File: config.mk
export PLATFORM = sky130hd
export DESIGN_NAME = lines_top
export DESIGN_NICKNAME = d
export VERILOG_FILES = /design/src/lines_pkg.sv /design/src/bitmap_addr.sv /design/src/clut_paint.sv /design/src/display_timing.sv /design/src/framebuffer_sdp.sv /design/src/lines_top.sv /design/src/render_line.sv /design/src/scanout_linebuffer.sv
export VERILOG_INCLUDE_DIRS = /design/src
export SDC_FILE = /design/constraint.sdc
export NUM_CORES = 2
export LEC_CHECK = 0
export BUFFER_PORTS_ARGS = -buffer_cell sky130_fd_sc_hd__buf_2
export CAP_MARGIN = 0
export CORE_MARGIN = 2
export CORE_UTILIZATION = 30
export CTS_CLUSTER_SIZE = 25
export DETAILED_ROUTE_END_ITERATION = 12
export SLEW_MARGIN = 15
export SYNTH_ARGS = -nofsm -noshare
export SYNTH_HDL_FRONTEND = slang
export SYNTH_SLANG_ARGS = --single-unit
File: constraint.sdc
create_clock -name clk_sys -period 19.3 [get_ports clk_sys]
set_input_delay 0 -clock clk_sys [delete_from_list [all_inputs] [get_ports clk_sys]]
set_output_delay 0 -clock clk_sys [all_outputs]
set_load 0.1 [all_outputs]
File: src/lines_defs.svh
/* line drawing subsystem defines
   display mode, framebuffer geometry, coordinate widths and the fixed palette */

`ifndef LINES_DEFS_SVH
`define LINES_DEFS_SVH

// small simulation-sized display mode
`define LINES_H_ACTIVE      64      // active pixels per line
`define LINES_H_BLANK       40      // blanking pixels, at least fb width plus 2
`define LINES_H_SYNC_START  (-30)   // hsync first sx, inside blanking
`define LINES_H_SYNC_END    (-20)   // hsync ends before this sx

`define LINES_V_ACTIVE      48      // active lines per frame
`define LINES_V_BLANK       6       // blanking lines per frame
`define LINES_V_SYNC_START  (-4)    // vsync first sy
`define LINES_V_SYNC_END    (-2)    // vsync ends before this sy

// framebuffer geometry
`define LINES_FB_WIDTH      32
`define LINES_FB_HEIGHT     24
`define LINES_FB_SCALE      2       // power of two, pixel and row repeat

// widths
`define LINES_CORDW         16      // signed screen and draw coordinates
`define LINES_CIDXW         2       // colour index
`define LINES_CHANW         4       // one rgb channel

// fixed palette, 12-bit rgb
`define LINES_PAL_0         12'h000 // black background
`define LINES_PAL_1         12'hF30
`define LINES_PAL_2         12'h3F4
`define LINES_PAL_3         12'h4AF

`endif

File: src/lines_pkg.sv
/* line drawing subsystem types
   width typedefs, command and raster structs, renderer state */

`include "lines_defs.svh"

package lines_pkg;

    // widths with a meaning
    typedef logic signed [`LINES_CORDW-1:0] coord_t;
    typedef logic [`LINES_CIDXW-1:0] cidx_t;
    typedef logic [$clog2(`LINES_FB_WIDTH*`LINES_FB_HEIGHT)-1:0] fb_addr_t;
    typedef logic [`LINES_CHANW-1:0] chan_t;
    typedef logic [3*`LINES_CHANW-1:0] colr_t;  // r, g, b from msb down

    typedef enum logic [0:0] {
        cmd_clear = 1'b0,   // fill whole bitmap
        cmd_line  = 1'b1    // bresenham line x0,y0 to x1,y1
    } cmd_kind_t;

    // host command, valid for the strobe cycle only
    typedef struct packed {
        cmd_kind_t kind;
        coord_t    x0;
        coord_t    y0;
        coord_t    x1;
        coord_t    y1;
        cidx_t     cidx;
    } line_cmd_t;

    // one pixel from the renderer
    typedef struct packed {
        logic   valid;
        coord_t x;
        coord_t y;
        cidx_t  cidx;
    } draw_pix_t;

    // one raster position with its sync
    typedef struct packed {
        coord_t sx;     // negative in horizontal blanking
        coord_t sy;     // negative in vertical blanking
        logic   hsync;
        logic   vsync;
        logic   de;
        logic   line;   // first blanking pixel of a line
        logic   frame;  // first pixel of a frame
    } raster_t;

    typedef enum logic [2:0] {
        st_idle,
        st_clear,
        st_line_init,
        st_line_draw,
        st_finish
    } render_state_t;

endpackage

File: src/bitmap_addr.sv
/* bitmap address stage
   two-stage clip and address calculation for drawn pixels */

`timescale 1ns/1ps
`include "lines_defs.svh"

module bitmap_addr (
    input  logic                 clk_sys,
    input  logic                 rst_sys,
    input  lines_pkg::draw_pix_t pix,
    output logic                 we,
    output lines_pkg::fb_addr_t  addr,
    output lines_pkg::cidx_t     cidx
);

    logic                clip;
    logic                v1, clip1;     // stage one
    lines_pkg::fb_addr_t row1, x1;
    lines_pkg::cidx_t    c1;

    // outside bitmap, dropped rather than wrapped
    assign clip = (pix.x < 0) || (pix.x >= `LINES_FB_WIDTH)
               || (pix.y < 0) || (pix.y >= `LINES_FB_HEIGHT);

    // stage one, clip flag and row product
    always_ff @(posedge clk_sys) begin
        v1    <= pix.valid;
        clip1 <= clip;
        row1  <= lines_pkg::fb_addr_t'(pix.y) * lines_pkg::fb_addr_t'(`LINES_FB_WIDTH);
        x1    <= lines_pkg::fb_addr_t'(pix.x);  // truncation only hits clipped pixels
        c1    <= pix.cidx;
        if (rst_sys) v1 <= 1'b0;
    end

    // stage two, column add and write enable
    always_ff @(posedge clk_sys) begin
        we   <= v1 && !clip1;
        addr <= row1 + x1;
        cidx <= c1;
        if (rst_sys) we <= 1'b0;
    end

endmodule

File: src/clut_paint.sv
/* palette and painting
   fixed four-entry palette lookup, black outside active area, registered video out */

`timescale 1ns/1ps
`include "lines_defs.svh"

module clut_paint (
    input  logic               clk_sys,
    input  logic               rst_sys,
    input  lines_pkg::cidx_t   cidx,
    input  lines_pkg::raster_t pos,
    output logic               hsync,
    output logic               vsync,
    output logic               de,
    output lines_pkg::chan_t   red,
    output lines_pkg::chan_t   green,
    output lines_pkg::chan_t   blue
);

    lines_pkg::colr_t colr;
    lines_pkg::colr_t paint;

    always_comb begin
        case (cidx)
            2'd0:    colr = `LINES_PAL_0;
            2'd1:    colr = `LINES_PAL_1;
            2'd2:    colr = `LINES_PAL_2;
            default: colr = `LINES_PAL_3;
        endcase
        paint = pos.de ? colr : '0;  // black in blanking
    end

    always_ff @(posedge clk_sys) begin
        if (rst_sys) begin
            hsync <= 1'b0;
            vsync <= 1'b0;
            de    <= 1'b0;
            red   <= '0;
            green <= '0;
            blue  <= '0;
        end else begin
            hsync <= pos.hsync;
            vsync <= pos.vsync;
            de    <= pos.de;
            red   <= paint[3*`LINES_CHANW-1 -: `LINES_CHANW];
            green <= paint[2*`LINES_CHANW-1 -: `LINES_CHANW];
            blue  <= paint[`LINES_CHANW-1:0];
        end
    end

endmodule

File: src/display_timing.sv
/* display timing
   raster counters with signed position, sync, data enable and line and frame strobes */

`timescale 1ns/1ps
`include "lines_defs.svh"

module display_timing (
    input  logic               clk_sys,
    input  logic               rst_sys,
    output lines_pkg::raster_t pos
);

    lines_pkg::coord_t sx_nxt;
    lines_pkg::coord_t sy_nxt;

    // next position, wraps back to the first blanking pixel
    always_comb begin
        if (pos.sx == lines_pkg::coord_t'(`LINES_H_ACTIVE - 1)) begin
            sx_nxt = lines_pkg::coord_t'(-`LINES_H_BLANK);
            if (pos.sy == lines_pkg::coord_t'(`LINES_V_ACTIVE - 1)) begin
                sy_nxt = lines_pkg::coord_t'(-`LINES_V_BLANK);  // new frame
            end else begin
                sy_nxt = lines_pkg::coord_t'(pos.sy + 1);
            end
        end else begin
            sx_nxt = lines_pkg::coord_t'(pos.sx + 1);
            sy_nxt = pos.sy;
        end
    end

    // flags derived from the next position so all fields stay aligned
    always_ff @(posedge clk_sys) begin
        if (rst_sys) begin
            // park on the last pixel, first edge starts a frame
            pos.sx    <= lines_pkg::coord_t'(`LINES_H_ACTIVE - 1);
            pos.sy    <= lines_pkg::coord_t'(`LINES_V_ACTIVE - 1);
            pos.hsync <= 1'b0;
            pos.vsync <= 1'b0;
            pos.de    <= 1'b0;
            pos.line  <= 1'b0;
            pos.frame <= 1'b0;
        end else begin
            pos.sx    <= sx_nxt;
            pos.sy    <= sy_nxt;
            pos.hsync <= (sx_nxt >= `LINES_H_SYNC_START) && (sx_nxt < `LINES_H_SYNC_END);
            pos.vsync <= (sy_nxt >= `LINES_V_SYNC_START) && (sy_nxt < `LINES_V_SYNC_END);
            pos.de    <= (sx_nxt >= 0) && (sy_nxt >= 0);    // active area
            pos.line  <= (sx_nxt == -`LINES_H_BLANK);
            pos.frame <= (sx_nxt == -`LINES_H_BLANK) && (sy_nxt == -`LINES_V_BLANK);
        end
    end

endmodule

File: src/framebuffer_sdp.sv
/* framebuffer memory
   simple dual-port block ram of colour indices with registered read */

`timescale 1ns/1ps
`include "lines_defs.svh"

module framebuffer_sdp (
    input  logic                clk_sys,
    input  logic                we,
    input  lines_pkg::fb_addr_t addr_write,
    input  lines_pkg::cidx_t    data_in,
    input  lines_pkg::fb_addr_t addr_read,
    output lines_pkg::cidx_t    data_out
);

    lines_pkg::cidx_t mem [`LINES_FB_WIDTH*`LINES_FB_HEIGHT];

    // same-address read and write returns old data
    always_ff @(posedge clk_sys) begin
        if (we) mem[addr_write] <= data_in;
        data_out <= mem[addr_read];
    end

endmodule

File: src/lines_top.sv
/* line drawing top level
   draw pipeline into the framebuffer and scaled scan-out to video */

`timescale 1ns/1ps
`include "lines_defs.svh"

module lines_top (
    input  logic                 clk_sys,
    input  logic                 rst_sys,
    input  logic                 cmd_valid,
    input  lines_pkg::line_cmd_t cmd,
    output logic                 busy,
    output logic                 done,
    output logic                 hsync,
    output logic                 vsync,
    output logic                 de,
    output lines_pkg::chan_t     red,
    output lines_pkg::chan_t     green,
    output lines_pkg::chan_t     blue
);

    // draw path
    lines_pkg::draw_pix_t draw_pix;
    logic                 fb_we;
    lines_pkg::fb_addr_t  fb_addr_write;
    lines_pkg::cidx_t     fb_cidx_write;

    // scan-out path
    lines_pkg::raster_t   raster;
    lines_pkg::raster_t   raster_lb;     // one cycle behind raster
    lines_pkg::fb_addr_t  fb_addr_read;
    lines_pkg::cidx_t     fb_cidx_read;
    lines_pkg::cidx_t     lb_cidx;

    render_line i_render_line (
        .clk_sys, .rst_sys, .cmd_valid, .cmd,
        .pix(draw_pix), .busy, .done
    );

    bitmap_addr i_bitmap_addr (
        .clk_sys, .rst_sys, .pix(draw_pix),
        .we(fb_we), .addr(fb_addr_write), .cidx(fb_cidx_write)
    );

    framebuffer_sdp i_framebuffer_sdp (
        .clk_sys, .we(fb_we), .addr_write(fb_addr_write), .data_in(fb_cidx_write),
        .addr_read(fb_addr_read), .data_out(fb_cidx_read)
    );

    display_timing i_display_timing (.clk_sys, .rst_sys, .pos(raster));

    scanout_linebuffer i_scanout_linebuffer (
        .clk_sys, .rst_sys, .pos(raster),
        .fb_addr(fb_addr_read), .fb_data(fb_cidx_read),
        .pix_cidx(lb_cidx), .pos_out(raster_lb)
    );

    clut_paint i_clut_paint (
        .clk_sys, .rst_sys, .cidx(lb_cidx), .pos(raster_lb),
        .hsync, .vsync, .de, .red, .green, .blue
    );

endmodule

File: src/render_line.sv
/* line renderer
   clear and integer bresenham line commands, one pixel per cycle */

`timescale 1ns/1ps
`include "lines_defs.svh"

module render_line (
    input  logic                 clk_sys,
    input  logic                 rst_sys,
    input  logic                 cmd_valid,
    input  lines_pkg::line_cmd_t cmd,
    output lines_pkg::draw_pix_t pix,
    output logic                 busy,
    output logic                 done
);

    lines_pkg::render_state_t state;

    lines_pkg::coord_t x, y;        // current pixel
    lines_pkg::coord_t xe, ye;      // line endpoint
    lines_pkg::cidx_t  colr;
    logic x_inc, y_inc;             // step directions
    logic signed [`LINES_CORDW:0]   dx, dy;   // dx >= 0, dy <= 0
    logic signed [`LINES_CORDW+1:0] err;
    logic signed [`LINES_CORDW+2:0] e2;
    logic signed [`LINES_CORDW:0]   adx, ady; // abs deltas, init only
    logic signed [`LINES_CORDW+1:0] err_step;
    logic accept;

    // accepted in idle and in finish since busy is already low there
    assign accept = cmd_valid && !busy;
    assign busy   = (state == lines_pkg::st_clear) || (state == lines_pkg::st_line_init)
                 || (state == lines_pkg::st_line_draw);
    assign done   = (state == lines_pkg::st_finish);

    always_comb begin
        adx = (xe > x) ? xe - x : x - xe;
        ady = (ye > y) ? ye - y : y - ye;
        e2  = err <<< 1;
        err_step = '0;
        if (e2 >= dy) err_step = err_step + dy;    // x step
        if (e2 <= dx) err_step = err_step + dx;    // y step
    end

    // pixel out straight from the state registers
    always_comb begin
        pix.valid = (state == lines_pkg::st_clear) || (state == lines_pkg::st_line_draw);
        pix.x     = x;
        pix.y     = y;
        pix.cidx  = colr;
    end

    always_ff @(posedge clk_sys) begin
        case (state)
            lines_pkg::st_clear: begin
                if (x == lines_pkg::coord_t'(`LINES_FB_WIDTH - 1)) begin
                    x <= '0;
                    if (y == lines_pkg::coord_t'(`LINES_FB_HEIGHT - 1)) state <= lines_pkg::st_finish;
                    else y <= lines_pkg::coord_t'(y + 1);
                end else begin
                    x <= lines_pkg::coord_t'(x + 1);
                end
            end
            lines_pkg::st_line_init: begin
                dx    <= adx;
                dy    <= -ady;
                err   <= adx - ady;
                x_inc <= (xe > x);
                y_inc <= (ye > y);
                state <= lines_pkg::st_line_draw;
            end
            lines_pkg::st_line_draw: begin
                if (x == xe && y == ye) begin
                    state <= lines_pkg::st_finish;  // endpoint emitted this cycle
                end else begin
                    if (e2 >= dy) x <= x_inc ? lines_pkg::coord_t'(x + 1) : lines_pkg::coord_t'(x - 1);
                    if (e2 <= dx) y <= y_inc ? lines_pkg::coord_t'(y + 1) : lines_pkg::coord_t'(y - 1);
                    err <= err + err_step;
                end
            end
            default: begin  // idle, finish
                if (accept) begin
                    colr <= cmd.cidx;
                    if (cmd.kind == lines_pkg::cmd_clear) begin
                        x     <= '0;
                        y     <= '0;
                        state <= lines_pkg::st_clear;
                    end else begin
                        x     <= cmd.x0;
                        y     <= cmd.y0;
                        xe    <= cmd.x1;
                        ye    <= cmd.y1;
                        state <= lines_pkg::st_line_init;
                    end
                end else begin
                    state <= lines_pkg::st_idle;
                end
            end
        endcase
        if (rst_sys) state <= lines_pkg::st_idle;
    end

endmodule

File: src/scanout_linebuffer.sv
/* scan-out line buffer
   fetches one framebuffer row during blanking and replays it scaled in x and y */

`timescale 1ns/1ps
`include "lines_defs.svh"

module scanout_linebuffer (
    input  logic                clk_sys,
    input  logic                rst_sys,
    input  lines_pkg::raster_t  pos,
    output lines_pkg::fb_addr_t fb_addr,
    input  lines_pkg::cidx_t    fb_data,
    output lines_pkg::cidx_t    pix_cidx,
    output lines_pkg::raster_t  pos_out
);

    localparam int LB_SHIFT = $clog2(`LINES_FB_SCALE);  // scale is a power of two
    localparam int LB_IDXW  = $clog2(`LINES_FB_WIDTH);

    lines_pkg::cidx_t    lb [`LINES_FB_WIDTH];   // line buffer
    lines_pkg::fb_addr_t fetch_base;             // first address of the row
    logic [LB_IDXW-1:0]  fetch_cnt;
    logic                fetching;
    logic                wr_en;                  // read data arrives a cycle late
    logic [LB_IDXW-1:0]  wr_idx;
    logic [LB_IDXW-1:0]  rd_idx;
    logic                fetch_line;

    // first line of each scale group, other lines reuse the buffer
    assign fetch_line = pos.line && (pos.sy >= 0)
                     && ((pos.sy & lines_pkg::coord_t'(`LINES_FB_SCALE - 1)) == 0);

    assign fb_addr = fetch_base + lines_pkg::fb_addr_t'(fetch_cnt);

    // fetch counter, one read per cycle
    always_ff @(posedge clk_sys) begin
        if (fetch_line) begin
            fetching   <= 1'b1;
            fetch_cnt  <= '0;
            fetch_base <= lines_pkg::fb_addr_t'(pos.sy >>> LB_SHIFT)
                        * lines_pkg::fb_addr_t'(`LINES_FB_WIDTH);
        end else if (fetching) begin
            fetch_cnt <= fetch_cnt + 1'b1;
            if (fetch_cnt == LB_IDXW'(`LINES_FB_WIDTH - 1)) fetching <= 1'b0;  // last read
        end
        if (rst_sys) fetching <= 1'b0;
    end

    // align buffer write with read latency
    always_ff @(posedge clk_sys) begin
        wr_en  <= fetching;
        wr_idx <= fetch_cnt;
        if (rst_sys) wr_en <= 1'b0;
    end

    always_ff @(posedge clk_sys) begin
        if (wr_en) lb[wr_idx] <= fb_data;
    end

    // sx divided by scale picks the entry
    assign rd_idx = pos.sx[LB_SHIFT +: LB_IDXW];

    always_ff @(posedge clk_sys) begin
        pix_cidx <= lb[rd_idx];
        pos_out  <= pos;        // one cycle, alongside the index
        if (rst_sys) begin
            pos_out.hsync <= 1'b0;
            pos_out.vsync <= 1'b0;
            pos_out.de    <= 1'b0;
            pos_out.line  <= 1'b0;
            pos_out.frame <= 1'b0;
        end
    end

endmodule

==> results.md <==
- Post-route setup TNS: 0 ns
- Estimated wirelength of the detail-placed design: 118,000 µm
- Power Density: approximately 120 nW/µm²
- Sort of element at the end of the critical path: flop
- TritonCTS clock tree: built
- Clock root buffer: clkbuf_16
- Die Y-Extent: 523 µm
- Clk buf depth: 4
- Period utilization: 40.1%
- Number of placement rows: 190
- Layout Skew: 0.0966 ns
- Antenna violation net count after detailed routing: 0
- Maximum capacitance violations: 0
- Leakage Power: 0.0287 µW
- Relative slew slack: 22.9%
- Post-Route WL: 202,000 µm
- Library cell occupying the most area in the post-synthesis netlist: edfxtp_1
- Critical Path Source Type: flop
- Gr ovfl total: 0
- Layout-stage area growth over the synthesis result: 14.3%
- Count of pins over their slew limit: 0
- Number of cells on the worst reg-to-reg path: 27
- Proportion of register bits with asynchronous set or reset after synthesis: 0%
- Synthesis warning total: 0
- Vias post-DR: 45.4k
- Hold Vio Cnt, Final: 0
- Overall die area: between 200,000 and 300,000 µm²
- Largest net degree at the start of global routing: 127
- Clock H-tree levels: 4
- Number of distinct library cell variants in the gate-level netlist after synthesis: 85
- Netlist area before placement: 80,800 µm²
- Die boundary width: roughly 520 µm
- Final setup violation count: 0
- Syn Nets: 5,361
- Synthesized netlist cell count: 5,112
- Peak Freq: 129 MHz
- Setup Crit Path Kind: reg2reg
- Critical-path maximum fanout: 13
- Number of buffers created by CTS: between 150 and 200
- Number of flops mapped to enable cells by yosys: 1,725
- Share of cells above drive strength 1: 19.8%
- Post-CTS setup buffer count: 0
- Min cycle time layout: 7.74 ns
- Count of state elements after synthesis: 1,825
- Signal arrival time at the worst endpoint: between 8 and 9 ns
- Clock latency at the later pin of the worst-skew pair: 0.84 ns
- I/O pin cnt: 87
- TritonRoute pass-1 iters: 5
- Sum of internal, switching and leakage power: between 10,000 and 15,000 µW
- Clock tree sinks: 1,825
- Global-route wire length before repair: 300,000 µm
- Commonest cells in the synthesized netlist: edfxtp_1, nor2_1, mux4_2, clkbuf_1, ha_1
- Transition time at the pin with the least slew margin: around 1.2 ns
- Final Wtd Congestion: between 0.8 and 0.9
- Worst hold path class: in2reg
- Top cells by area, synth: edfxtp_1, mux4_2, nor2_1
- Clock-pin slew of the registers on the worst-case setup and hold paths: 0.07 ns
- Number of antenna violations at the first check in global routing: 13
- Number of vias per cell after detailed routing: 5.08
- Global-route total usage across every layer: roughly 14%
- Area of all placed cells without fillers: 92,400 µm²
- RSZ-0062 raised after global routing: no
- Area after DPL: 85,300 µm²
- Required time at the worst-slack endpoint: 19.89 ns
- Most frequently used flop master after synthesis: edfxtp_1
- Number of buffer cells added on primary ports: 86
- Maximum resistive drop on vdd: 76.4 µV
- Status: finished clean
- Std-Cell Core Area: 268,000 µm²
- Sequential element share of the synthesized area: around 67%
- Portion of synthesized cell area occupied by the leading cell type: between 60% and 70%
- 1st-iter DRT viols: 4,934
- Starting density of the core: 30.2%
- Via count of the first global-routing pass: 47.4k
- Depth of the worst hold-timing path: 3
- Average size of a mapped cell: ~16 µm²
- Leading cell type by number of instances after synthesis: edfxtp_1
- Detail-routed net length per standard cell: 22.6 µm
- Layout Nets: 5,489
- Detailed-route DRC error count: 0
## cell usage in the layout (no fill, tap or decap), types with 15 or more instances in the layout
cell type      instances
o21ai_0              100
nand3_2               31
clkbuf_1              39
and3_1                27
xnor2_1              114
mux4_2               530
nor3_1                51
a21oi_1              134
a21o_1                40
nand4_1               29
bufinv_16             18
clkinv_1              32
inv_1                150
nand3_1               57
and2_1                20
or3_1                 16
nand2b_1              26
nor2_1               925
xor2_1                49
clkinv_2              31
nor2b_1               32
buf_4                 86
nand2_1              150
buf_2                 86
a22oi_1               19
mux2i_1               30
clkbuf_16            190
o21bai_1              15
dlygate4sd3_1        107
edfxtp_1            1725
ha_1                 171
dfxtp_1               90
## what timing repair did
action	in CTS	in global routing
hold buffers	107	0
setup endpoints to repair	0	0
gates resized for setup	0	0
endpoints found under the hold margin	111	0
## metal layers
layer  share of wire (%)  global-route usage (%)
met4                 3.1                    4.46
met1                  42                    19.5
met5               0.011                       0
met3                 8.1                    3.15
met2                  47                    23.4
## critical path: stages (launching register included)
cell and delay [ns]:
edfxtp_1 0.44, ha_1 0.39, a31o_2 0.25, a21oi_1 0.14, o21ai_0 0.19, or2_2 0.35, nor2_1 0.73, nor3_1 0.23
ha_1 0.35, a21o_1 0.16, a21o_1 0.20, a21oi_1 0.28, maj3_1 0.24, a21oi_1 0.07, maj3_1 0.34, o21ai_0 0.21
o21ai_0 0.20, or3_1 0.34, a31oi_1 0.21, xnor2_1 0.15, o21ai_0 0.11, ha_1 0.24, or4_1 0.57, o211a_1 0.26
o21ai_0 0.26, a211o_1 0.20, xnor3_1 0.32, a22oi_1 0.15
## power breakdown
part / total, µW / internal [µW] / leakage [µW] / switching [µW]
sequential: 4700 / 4560 / 0.0164 / 147
clock: 3590 / 2070 / 0.00293 / 1520
combinational: 2370 / 927 / 0.00941 / 1440
## final cells by class
class                      instances  area (µm²)
antenna                            3        7.51
timing repair buffer             282        2210
inverter                         152         571
fill                           25200      175000
clock buffer                     237        5010
sequential                      1825       53800
tap                             3552        4440
clock inverter                    94         968
multi-input combinational       2794       25400
## flip-flops by register name, summed over array words and instances, names as in the netlist, 17 cells and up
| name | count |
|---|---|
| i_display_timing.pos | 36 |
| i_framebuffer_sdp.mem | 1536 |
| i_render_line.dx | 17 |
| i_render_line.dy | 17 |
| i_render_line.err | 18 |
| i_scanout_linebuffer.lb | 64 |
## through the flow
step | cells | worst slack [ns] | hold WS, ns | util [%]
2_1_floorplan | 5112 | 7.53 | 0.0989 | -
3_3_place_gp | 8498 | 11.73 | 0.177 | 31.8
3_5_place_dp | 8498 | 11.62 | 0.178 | 31.9
4_1_cts | 8936 | 11.60 | 0.0323 | 34.5
5_1_grt | 8937 | 10.98 | 0.0819 | 34.5
6_report | 8939 | 11.56 | 0.0908 | 34.5
## cells by family after synthesis
group           synth area share [%]
flops                           66.6
simple gates                    7.70
mux                             15.3
buf+inv                         2.34
compound gates                  3.41
fa+ha+maj                       2.88
xor+xnor                        1.81
## worst paths after layout
kind	startpoint	to	slack, ns
max	i_render_line.err[17]$_DFFE_PP_	i_render_line.err[17]$_DFFE_PP_	11.56
min	cmd[36]	i_render_line.y[2]$_DFFE_PP_	0.09
max reg2reg	i_render_line.err[17]$_DFFE_PP_	i_render_line.err[17]$_DFFE_PP_	11.56
min reg2reg	i_bitmap_addr.x1[1]$_DFF_P_	i_bitmap_addr.addr[1]$_DFF_P_	0.33
Power figures use the tool's default switching activity.
